**src/design/mem_bus_pkg.sv**
```systemverilog
package mem_bus_pkg;

  localparam int mem_tag_bits = 4;  // tag 0 means no tag
  localparam int bus_addr_bits = 32;
  localparam int bus_data_bits = 64;

  typedef enum logic [1:0] {
    bus_none  = 2'h0,
    bus_load  = 2'h1,
    bus_store = 2'h2
  } bus_command_e;

  typedef struct packed {
    bus_command_e             command;
    logic [bus_addr_bits-1:0] addr;
    logic [bus_data_bits-1:0] data;
  } mem_request_t;

endpackage

```
**src/design/dcache_types_pkg.sv**
```systemverilog
package dcache_types_pkg;

  localparam int addr_width = 32;
  localparam int block_bytes = 8;
  localparam int block_bits = block_bytes * 8;
  localparam int offset_bits = $clog2(block_bytes);
  localparam int index_bits = 5;
  localparam int num_lines = 1 << index_bits;
  localparam int tag_bits = addr_width - index_bits - offset_bits;  // 24
  localparam int word_bytes = 4;
  localparam int word_bits = word_bytes * 8;
  localparam int queue_depth = 16;
  localparam int queue_ptr_bits = 4;

  typedef struct packed {
    logic                  start;
    logic [addr_width-1:0] addr;  // word aligned
  } load_request_t;

  typedef struct packed {
    logic                  valid;
    logic [addr_width-1:0] addr;
    logic [word_bits-1:0]  data;
    logic [word_bytes-1:0] byte_en;
  } store_request_t;

  // store placed into its half of the block
  typedef struct packed {
    logic                   valid;
    logic [tag_bits-1:0]    tag;
    logic [index_bits-1:0]  index;
    logic [block_bits-1:0]  data;
    logic [block_bytes-1:0] byte_en;
  } block_write_t;

  typedef struct packed {
    logic [tag_bits-1:0]   tag;
    logic [index_bits-1:0] index;
    logic                  upper;
  } block_lookup_t;

  typedef struct packed {
    logic [addr_width-1:0]                 block_addr;
    mem_bus_pkg::bus_command_e             command;
    logic [mem_bus_pkg::mem_tag_bits-1:0]  mem_tag;
    logic                                  issued;
    logic                                  upper;
    logic                                  broadcast;
    logic [block_bits-1:0]                 data;  // pending store bytes
    logic [block_bytes-1:0]                byte_en;
    logic                                  store_merge;
  } mshr_entry_t;

  typedef struct packed {
    logic                   valid;
    logic [tag_bits-1:0]    tag;
    logic [index_bits-1:0]  index;
    logic [block_bits-1:0]  data;
    logic [block_bytes-1:0] merge_en;
    logic                   dirty;
  } fill_t;

  typedef struct packed {
    logic                  valid;
    logic [addr_width-1:0] block_addr;
    logic [block_bits-1:0] data;
  } eviction_t;

endpackage

```
**src/design/dcache_request_stage.sv**
```systemverilog
module dcache_request_stage
  import dcache_types_pkg::*;
(
  input  load_request_t  load_in,
  input  store_request_t store_in,
  output block_lookup_t  lookup,
  output block_write_t   block_write
);

  logic store_upper;

  assign store_upper = store_in.addr[offset_bits-1];

  // load side only needs the address split
  always_comb begin
    lookup.tag = load_in.addr[addr_width-1 -: tag_bits];
    lookup.index = load_in.addr[offset_bits +: index_bits];
    lookup.upper = load_in.addr[offset_bits-1];
  end

  always_comb begin
    block_write.valid = store_in.valid;
    block_write.tag = store_in.addr[addr_width-1 -: tag_bits];
    block_write.index = store_in.addr[offset_bits +: index_bits];
    if (store_upper) begin
      block_write.data = {store_in.data, {word_bits{1'b0}}};
      block_write.byte_en = {store_in.byte_en, {word_bytes{1'b0}}};
    end else begin
      block_write.data = {{word_bits{1'b0}}, store_in.data};
      block_write.byte_en = {{word_bytes{1'b0}}, store_in.byte_en};
    end
  end

endmodule

```
**config.mk**
```make
export PLATFORM = sky130hd
export DESIGN_NAME = dcache_request_stage
export DESIGN_NICKNAME = d
export VERILOG_FILES = /design/src/design/mem_bus_pkg.sv /design/src/design/dcache_types_pkg.sv /design/src/design/dcache_request_stage.sv
export SDC_FILE = /design/constraint.sdc
export NUM_CORES = 1
export LEC_CHECK = 0
export ABC_AREA = 1
export BUFFER_PORTS_ARGS = -buffer_cell sky130_fd_sc_hd__buf_2
export CAP_MARGIN = 15
export CORE_AREA = 8 8 84 86
export DETAILED_ROUTE_END_ITERATION = 10
export DIE_AREA = 0 0 92 94
export PLACE_DENSITY_LB_ADDON = 0.3
export REMOVE_ABC_BUFFERS = 1
export SLEW_MARGIN = 20
export SYNTH_ARGS = -nofsm -noshare
export SYNTH_HDL_FRONTEND = slang
export SYNTH_SLANG_ARGS = --single-unit
```
**constraint.sdc**
```tcl
create_clock -name vclk -period 0.8
set_clock_uncertainty 0.05 [all_clocks]
set_input_delay 0.04 -clock vclk [all_inputs]
set_output_delay 0.04 -clock vclk [all_outputs]
set_load 0.05 [all_outputs]
```
======== Word-level counts from Yosys, hierarchy flattened ========
Index checks and enable logic that the tools add are counted.
storage, ports and cells
  bits in registers ....................... 0
  bits of input ports ..................... 102
  output and inout port bits .............. 132
  word-level logic and storage cells ...... 1
operators by class
  multiplexer cells ....................... 1
operators with widths
  kind               number
  72-bit 2-to-1 mux  1

======== Longest topological paths before layout ========
Gate-level depths: netlist of run 1.
  word-level depth ........................ 1
  gate-level depth with buffers ........... 4
  depth with buffers taken out ............ 2

======== Least setup slack after synthesis of run 1 ========
No wires, ideal clock.
  path type ............................... in2out
  start ................................... in store_in[38] (netlist bit)
  end ..................................... out block_write[10] (netlist bit)
  arrival ................................. 0.956 ns
  required time ........................... 0.710 ns
  setup slack ............................. -0.246 ns
  cell stages on the path ................. 3
  path buffers ............................ 2
  path through ............................ buf_6 > buf_6 > nor2_1
RTL lines
  element          RTL line                   source
  start, declared  dcache_request_stage.sv:5  input store_request_t store_in,
  end, declared    dcache_request_stage.sv:7  output block_write_t block_write

==> results by group, run 1 <==
Status
  – Outcome: completed

STA
  – Final Hold Fails: 0
  – Period utilization: 0.9661
  – Setup Viol. Count Final: 0
  – Worst-Margin Slew: 0.1538 ns
  – Relative slew slack: 0.8975
  – F_max: 1294 MHz
  – Final number of max-transition violations: 0
  – Setup tns final: 0 ns
  – Min Tclk post-route: 0.7729 ns
  – RSZ-0062 raised after global routing: yes

Floorplan
  – Die H: 94 um
  – Initial core utilization: 0.1882
  – CORE AREA: 5746 sq um
  – # IOs: 234
  – Row Count: 28
  – Die X: 92 um
  – Die area: 8648 sq um

Critical path
  – Worst EP required: 0.71 ns
  – CP max FO: 34
  – Crit path capture type: primary output
  – Crit start category: input port
  – Arrival time worst endpoint: 0.68 ns
  – Setup CP Type: in -> out

Final layout
  – Ratio of cells with drive above 1 in the final layout: 0.4510
  – Leading cell type in the layout, fill and taps excluded: inv_1
  – Area grow syn2layout: 36.34%
  – Clock buffers: 0
  – Final instance area: 1474 sq um
  – Register area: 0 sq um
  – Sequential cells: 0
  – Most frequent cells in the layout: inv_1 (72), buf_4 (56), nand2_1 (36), buf_2 (36), nor2_1 (32)
  – Nets: 359
  – Antenna diodes: 0
  – Utilization after layout: 0.2565

GRT
  – Gr ovfl total: 0
  – First-pass GRT wire length: 11.12 mm
  – Largest net degree at the start of global routing: 39
  – Number of global-route vias before repair: 1210
  – GRT Overall Usage: 0.1923
  – Initial antenna violation count: 3

Power
  – Peak VDD IR: 0.3258 mV
  – Leakage power: 1.173 nW
  – Pwr Density: 933.5 nW/um^2

Synth
  – Syn Std Cell Area: 1081 sq um
  – Proportion of synthesized chip area in sequential cells: 0
  – Ys Warns: 0
  – Synthesized instance count: 212
  – Mapped Avg Cell Area: 5.099 sq um
  – Unique masters post-synth: 5

Detailed routing
  – DR iter-0 viols: 45
  – # DRC: 0
  – Post-DR wirelength/cell: 27.31 um
  – Drt pass-1 iters: 4
  – Antenna-violating nets left: 0
  – Drt total wl: 9.013 mm
  – Vias after detailed routing: 1230
  – Via-to-Cell Ratio: 3.727

Placed design
  – Placed Area: 1235 sq um
  – Port buffer count: 109
  – Routability Congestion: 0.8154
  – Hpwl dp: 8.468 mm

Min path
  – HP Start: load_in[10]
  – Worst Hold Depth: 0
  – Hold crit path type: in -> out
  – Worst Hold End: lookup[8]

Job
  – Max Cap Viol: 0
## Yosys cell counts
| cell | n | area (sq um) |
|---|---|---|
| nor2_1 | 36 | 135.1 |
| buf_6 | 8 | 90.09 |
| nand2_1 | 36 | 135.1 |
| inv_1 | 72 | 270.3 |
| buf_4 | 60 | 450.4 |
## per-layer routing
metal | vias up | GRT usage | part of all wire
met5 | - | 0 | 0.0036
met4 | 6 | 0.001342 | 0.0010
met3 | 8 | 0.3357 | 0.35
met2 | 165 | 0.3337 | 0.48
met1 | 468 | 0.08092 | 0.16
li1 | 583 | - | -
## power by group
group / internal [W] / switching (W) / total, W
Sequential: 0 / 0 / 0
Combinational: 0.000416 / 0.000960 / 0.00138
Clock: 0 / 0 / 0
## per-stage QoR
stage	total power (W)	hold WS [ns]	setup slack, ns	std cells
floorplan	0.0008352	0.03000	0.003723	144
global placement	0.001219	0.03072	-0.03433	330
detailed placement	0.001227	0.03072	-0.04771	330
CTS	0.001342	0.03072	0.0001935	330
global route	0.001453	0.03021	-0.000001554	330
finish	0.001376	0.03039	0.02711	330
## worst max-delay path by stage
| stage | slack, ns | start | end |
|---|---|---|---|
| floorplan | 0.004 | store_in[0] | block_write[0] |
| global placement | -0.03 | store_in[38] | block_write[52] |
| detailed placement | -0.05 | store_in[38] | block_write[65] |
| CTS | 0.0002 | store_in[38] | block_write[19] |
| global route | -0.000002 | store_in[38] | block_write[60] |
| finish | 0.03 | store_in[38] | block_write[19] |
## what timing repair did
action                     4_1_cts  5_1_grt
gates cloned                     0        0
resized for setup               67       23
setup endpoints to repair       67       46
pin swaps                        0        0
hold buffers                     0        0
setup buffers                    0        0
## kinds of logic after synthesis
kind of cell / after synthesis / synth area share
and+or+nand+nor: 72 / 0.2500
buffers and inverters: 140 / 0.7500
## layout make-up
| class | instances | area (sq um) |
|---|---|---|
| fillers | 673 | 4272 |
| inverters | 72 | 270.3 |
| multi-input cells | 72 | 280.3 |
| well taps | 75 | 93.84 |
| repair buffers | 111 | 829.5 |
## worst max-delay path, cell delays in order
cell and delay, ns:
buf_4 0.13, buf_12 0.16, nor2_1 0.11, clkbuf_4 0.23
(Power assumes the default switching activity.)
==> run 2, diff against run 1 <==
CORE_AREA = 8 8 85 87   (was 8 8 84 86)
DIE_AREA = 0 0 93 95   (was 0 0 92 94)
clock period = 1 ns   (was 0.8 ns; I/O delays follow)
==> results by group, run 2 (synthesized netlist as in run 1, its figures left out) <==
Final layout
  – Register area: 0 sq um (unchanged)
  – Ratio of cells with drive above 1 in the final layout: 0.4353 (-0.01569)
  – Most frequent cells in the layout: buf_2 (109), inv_1 (72), nand2_1 (36), nor2_1 (36), buf_12 (2)
  – Final instance area: 1220 sq um (-17%)
  – Nets: 359 (unchanged)
  – Leading cell type in the layout, fill and taps excluded: buf_2
  – Sequential cells: 0 (unchanged)
  – Antenna diodes: 0 (unchanged)
  – Area grow syn2layout: 12.85%
  – Clock buffers: 0 (unchanged)

Detailed routing
  – DR WL met3: 3.519 mm (+10%)
  – Vias after detailed routing: 1223 (-0.57%)
  – DRT met1 WL: 1.343 mm (-7.9%)
  – Via-to-Cell Ratio: 3.706 (-0.57%)
  – DR top layer: met5
  – Drt pass-1 iters: 3 (-1)
  – Antenna-violating nets left: 0 (unchanged)
  – DR iter-0 viols: 25 (-44%)
  – Post-DR wirelength/cell: 27.38 um (+0.26%)
  – # DRC: 0 (unchanged)
  – Met2 WL post-DR: 4.157 mm (-3.8%)
  – Drt total wl: 9.036 mm (+0.26%)

Job
  – Max Cap Viol: 0 (unchanged)

Clock network
  – Post-CTS Resized: 0 (-100%)
  – Number of setup buffers added after CTS: 0 (unchanged)
  – Hold-fix buffers, CTS: 0 (unchanged)

Floorplan
  – Initial core utilization: 0.1859 (-0.002267)
  – Die area: 8835 sq um (+2.2%)
  – Row Count: 28 (unchanged)
  – # IOs: 234 (unchanged)
  – CORE AREA: 5816 sq um (+1.2%)
  – Die X: 93 um (+1.1%)
  – Die H: 95 um (+1.1%)

Critical path
  – CP most frequent cell: buf_2
  – Crit start category: input port
  – Worst EP required: 0.90 ns (+0.19 ns)
  – Slowest stage cell, crit path: buf_2
  – Setup CP Type: in -> out
  – Crit-path cells: buf_2 > buf_12 > nand2_1 > inv_1 > buf_2
  – Crit path capture type: primary output
  – Critical path's largest stage delay: 0.25 ns (+0.02 ns)
  – Arrival time worst endpoint: 0.79 ns (+0.11 ns)
  – CP max FO: 40 (+18%)

STA
  – Hold WS: 0.05039 ns (+0.02001 ns)
  – Final number of max-transition violations: 0 (unchanged)
  – Worst-Margin Slew: 0.2659 ns (+0.1120 ns)
  – RSZ-0062 raised after global routing: no
  – Final Hold Fails: 0 (unchanged)
  – F_max: 1129 MHz
  – Min Tclk post-route: 0.8860 ns
  – Relative slew slack: 0.8240 (-0.07348)
  – Setup tns final: 0 ns (unchanged)
  – Worst Slack Setup Final: 0.1140 ns (+0.08688 ns)
  – Period utilization: 0.8860
  – Setup Viol. Count Final: 0 (unchanged)

Power
  – Clock Power Share: 0 (unchanged)
  – Flop pwr share: 0 (unchanged)
  – Internal power: 0.0002192 W (-47%)
  – Leakage power: 1.131 nW (-3.6%)
  – P_sw: 0.0007482 W (-22%)
  – Pwr Density: 793.0 nW/um^2 (-15%)
  – Power share of the combinational group: 1.000 (about the same)
  – Peak VDD IR: 0.1977 mV (-39%)
  – Switching Fraction: 0.7734 (+0.07577)

Min path
  – Hold crit path type: in -> out

GRT
  – Gr ovfl total: 0 (unchanged)
  – GRT Overall Usage: 0.1890 (-0.003317)
  – Largest net degree at the start of global routing: 41 (+5.1%)
  – Number of global-route vias before repair: 1145 (-5.4%)
  – First-pass GRT wire length: 11.03 mm (-0.80%)
  – Initial antenna violation count: 1 (-2)

Placed design
  – Port buffer count: 109 (unchanged)
  – Worst slack at placement: 0.1174 ns (+0.1651 ns)
  – Placed Area: 1220 sq um (-1.2%)
  – Hpwl dp: 8.651 mm (+2.2%)
  – Routability Congestion: 0.8369 (+2.6%)

Status
  – Outcome: completed
-- run 2: changes by cell type in the layout (fill, tap and decap cells not counted) --
cell	delta
buf_6	-13
nor2_2	-4
buf_2	+73
buf_4	-56
nor2_1	+4
clkbuf_4	-3
buf_12	-1
-- run 2: area by class of cell --
| cell class | count | area [sq um] |
|---|---|---|
| inverter | 72 | 270.3 |
| fill | 706 | 4596 |
| timing repair buffer | 111 | 585.6 |
| multi-input combinational | 72 | 270.3 |
| tap | 75 | 93.84 |
-- run 2: stage by stage --
step,total power (W),instances,utilization
3_3_place_gp,0.0009668,330,0.2098
4_1_cts,0.0009741,330,0.2098
2_1_floorplan,0.0006682,144,-
3_5_place_dp,0.0009725,330,0.2098
5_1_grt,0.001027,330,0.2098
6_report,0.0009674,330,0.2098
-- run 2: worst paths after layout --
kind,from,endpoint,cells past startpoint
worst max-delay path,store_in[38],block_write[57],5
worst min-delay path,load_in[25],lookup[23],0
-- run 2: critical path: cells and delay by family --
family                 cells  cell delay [ns]
buffers and inverters      4             0.64
and+or+nand+nor            1             0.07
-- run 2: power by group through the flow --
stage	registers, W	clock network [W]	logic, W
6_report	0	0	0.000967
5_1_grt	0	0	0.00103
4_1_cts	0	0	0.000974
3_5_place_dp	0	0	0.000973
3_3_place_gp	0	0	0.000967
2_1_floorplan	0	0	0.000668
-- run 2: routing by layer --
metal  GRT usage  vias up
met1     0.06682      433
li1            -      582
met5     0.01667        -
met4           0        2
met3      0.3516        4
met2      0.3284      202
==> run 3, diff against run 2 <==
BUFFER_PORTS_ARGS = not set   (was -buffer_cell sky130_fd_sc_hd__buf_2)
CORE_AREA = 8 8 83 85   (was 8 8 85 87)
DIE_AREA = 0 0 91 93   (was 0 0 93 95)
DONT_BUFFER_PORTS = 1   (was not set)
MAX_ROUTING_LAYER = met4   (was not set)
clock period = 1.1 ns   (was 1 ns; I/O delays follow)
==> results by group, run 3 (synthesized netlist as in run 1, its figures left out) <==
Final layout
  – Nets: 284 (-21%)
  – Register area: 0 sq um (unchanged)
  – Antenna diodes: 0 (unchanged)
  – Ratio of cells with drive above 1 in the final layout: 0.2000 (-0.2353)
  – Area grow syn2layout: -16.32%
  – Multi-input logic area: 270.3 sq um (unchanged)
  – Leading cell type in the layout, fill and taps excluded: inv_1
  – Clock buffers: 0 (unchanged)
  – Final instance area: 904.6 sq um (-26%)
  – Finished Layout Cells: 255 (-23%)
  – Filler Cells Inserted: 697 (-1.3%)
  – Most frequent cells in the layout: inv_1 (72), nand2_1 (36), nor2_1 (36), buf_4 (36)
  – Sequential cells: 0 (unchanged)

Clock network
  – Post-CTS Resized: 0 (unchanged)
  – Hold-fix buffers, CTS: 0 (unchanged)
  – Number of setup buffers added after CTS: 0 (unchanged)

Detailed routing
  – Vias after detailed routing: 965 (-21%)
  – Drt pass-1 iters: 3 (unchanged)
  – Via-to-Cell Ratio: 3.784 (+2.1%)
  – Post-DR wirelength/cell: 32.65 um (+19%)
  – # DRC: 0 (unchanged)
  – DR iter-0 viols: 26 (+4.0%)
  – Drt total wl: 8.325 mm (-7.9%)
  – Antenna-violating nets left: 0 (unchanged)

Power
  – Leakage power: 0.8078 nW (-29%)
  – Peak VDD IR: 0.1389 mV (-30%)
  – Total chip power: 0.0007319 W (-24%)
  – Pwr Density: 809.0 nW/um^2 (+2.0%)

Critical path
  – CP top delay family: buffers and inverters
  – Crit-path cells: nand2_1 > inv_1
  – Critical path's largest stage delay: 0.33 ns (+0.08 ns)
  – Worst EP required: 1.00 ns (+0.10 ns)
  – CP max FO: 72 (+80%)
  – Crit start category: input port
  – Setup CP Type: in -> out
  – Worst path bufs/invs: 1 (-3)
  – Worst path depth: 2 (-3)
  – Slowest stage cell, crit path: inv_1
  – Crit path capture type: primary output
  – Worst setup endpoint: block_write[55]
  – Arrival time worst endpoint: 0.48 ns (-0.31 ns)
  – CP Launch Point: store_in[38]

Floorplan
  – Initial core utilization: 0.1905 (+0.004590)
  – Row Count: 28 (unchanged)
  – Die H: 93 um (-2.1%)
  – Die area: 8463 sq um (-4.2%)
  – # IOs: 234 (unchanged)
  – CORE AREA: 5675 sq um (-2.4%)
  – Die X: 91 um (-2.2%)

Placed design
  – Placed Area: 904.6 sq um (-26%)
  – Placed insts: 255 (-23%)
  – Port buffer count: 0 (-100%)
  – Routability Congestion: 0.8515 (+1.7%)
  – Hpwl dp: 7.865 mm (-9.1%)

STA
  – Relative slew slack: 0.7021 (-0.1219)
  – Period utilization: 0.5335
  – Hold WS: 0.06032 ns (+0.009928 ns)
  – Setup Viol. Count Final: 0 (unchanged)
  – Final Hold Fails: 0 (unchanged)
  – Final number of max-transition violations: 0 (unchanged)
  – Min Tclk post-route: 0.5869 ns
  – F_max: 1704 MHz
  – Worst-Margin Slew: 0.4463 ns (+0.1805 ns)
  – RSZ-0062 raised after global routing: no
  – Setup tns final: 0 ns (unchanged)

GRT
  – Gr ovfl total: 0 (unchanged)
  – Initial antenna violation count: 0 (-1)
  – First-pass GRT wire length: 10.12 mm (-8.3%)
  – Largest net degree at the start of global routing: 73 (+78%)
  – GRT Overall Usage: 0.1861 (-0.002824)
  – Number of global-route vias before repair: 973 (-15%)

Min path
  – Hold crit path type: in -> out

Job
  – Max Cap Viol: 0 (unchanged)

Status
  – Outcome: completed
-- run 3: cell count changes in the layout (fill, tap and decap cells not counted) --
cell | before | now
buf_12 | 2 | 0
buf_2 | 109 | 0
buf_4 | 0 | 36
-- run 3: where the power goes --
group	internal [W]	switching (W)	total, W
clock	0	0	0
combinational	0.000136	0.000596	0.000732
sequential	0	0	0
-- run 3: final cells by class --
| class | instances | share of cell area |
|---|---|---|
| Timing Repair Buffer | 36 | 0.2988 |
| Tap cell | 75 | 0.1037 |
| Inverter | 72 | 0.2988 |
| Multi-Input combinational cell | 72 | 0.2988 |
-- run 3: through the flow --
stage	utilization	worst slack, ns
6_report	0.1594	0.5131
2_1_floorplan	-	0.2737
3_5_place_dp	0.1594	0.5522
3_3_place_gp	0.1594	0.5575
5_1_grt	0.1594	0.5242
4_1_cts	0.1594	0.5523
-- run 3: how the worst min path moves through the flow --
stage            startpoint                to  cells past startpoint
3_5_place_dp     load_in[3]         lookup[1]                      0
6_report         load_in[3]         lookup[1]                      0
5_1_grt          load_in[5]         lookup[3]                      0
2_1_floorplan  store_in[67]  block_write[100]                      0
3_3_place_gp     load_in[3]         lookup[1]                      0
4_1_cts          load_in[3]         lookup[1]                      0
-- run 3: routing by layer --
layer / global-route usage / wire, um / up-vias
met2: 0.3041 / 3820 / 181
met4: 0 / 0 / 0
met1: 0.08598 / 1484 / 352
met5: - / 0 / -
li1: - / - / 432
met3: 0.3109 / 3020 / 0
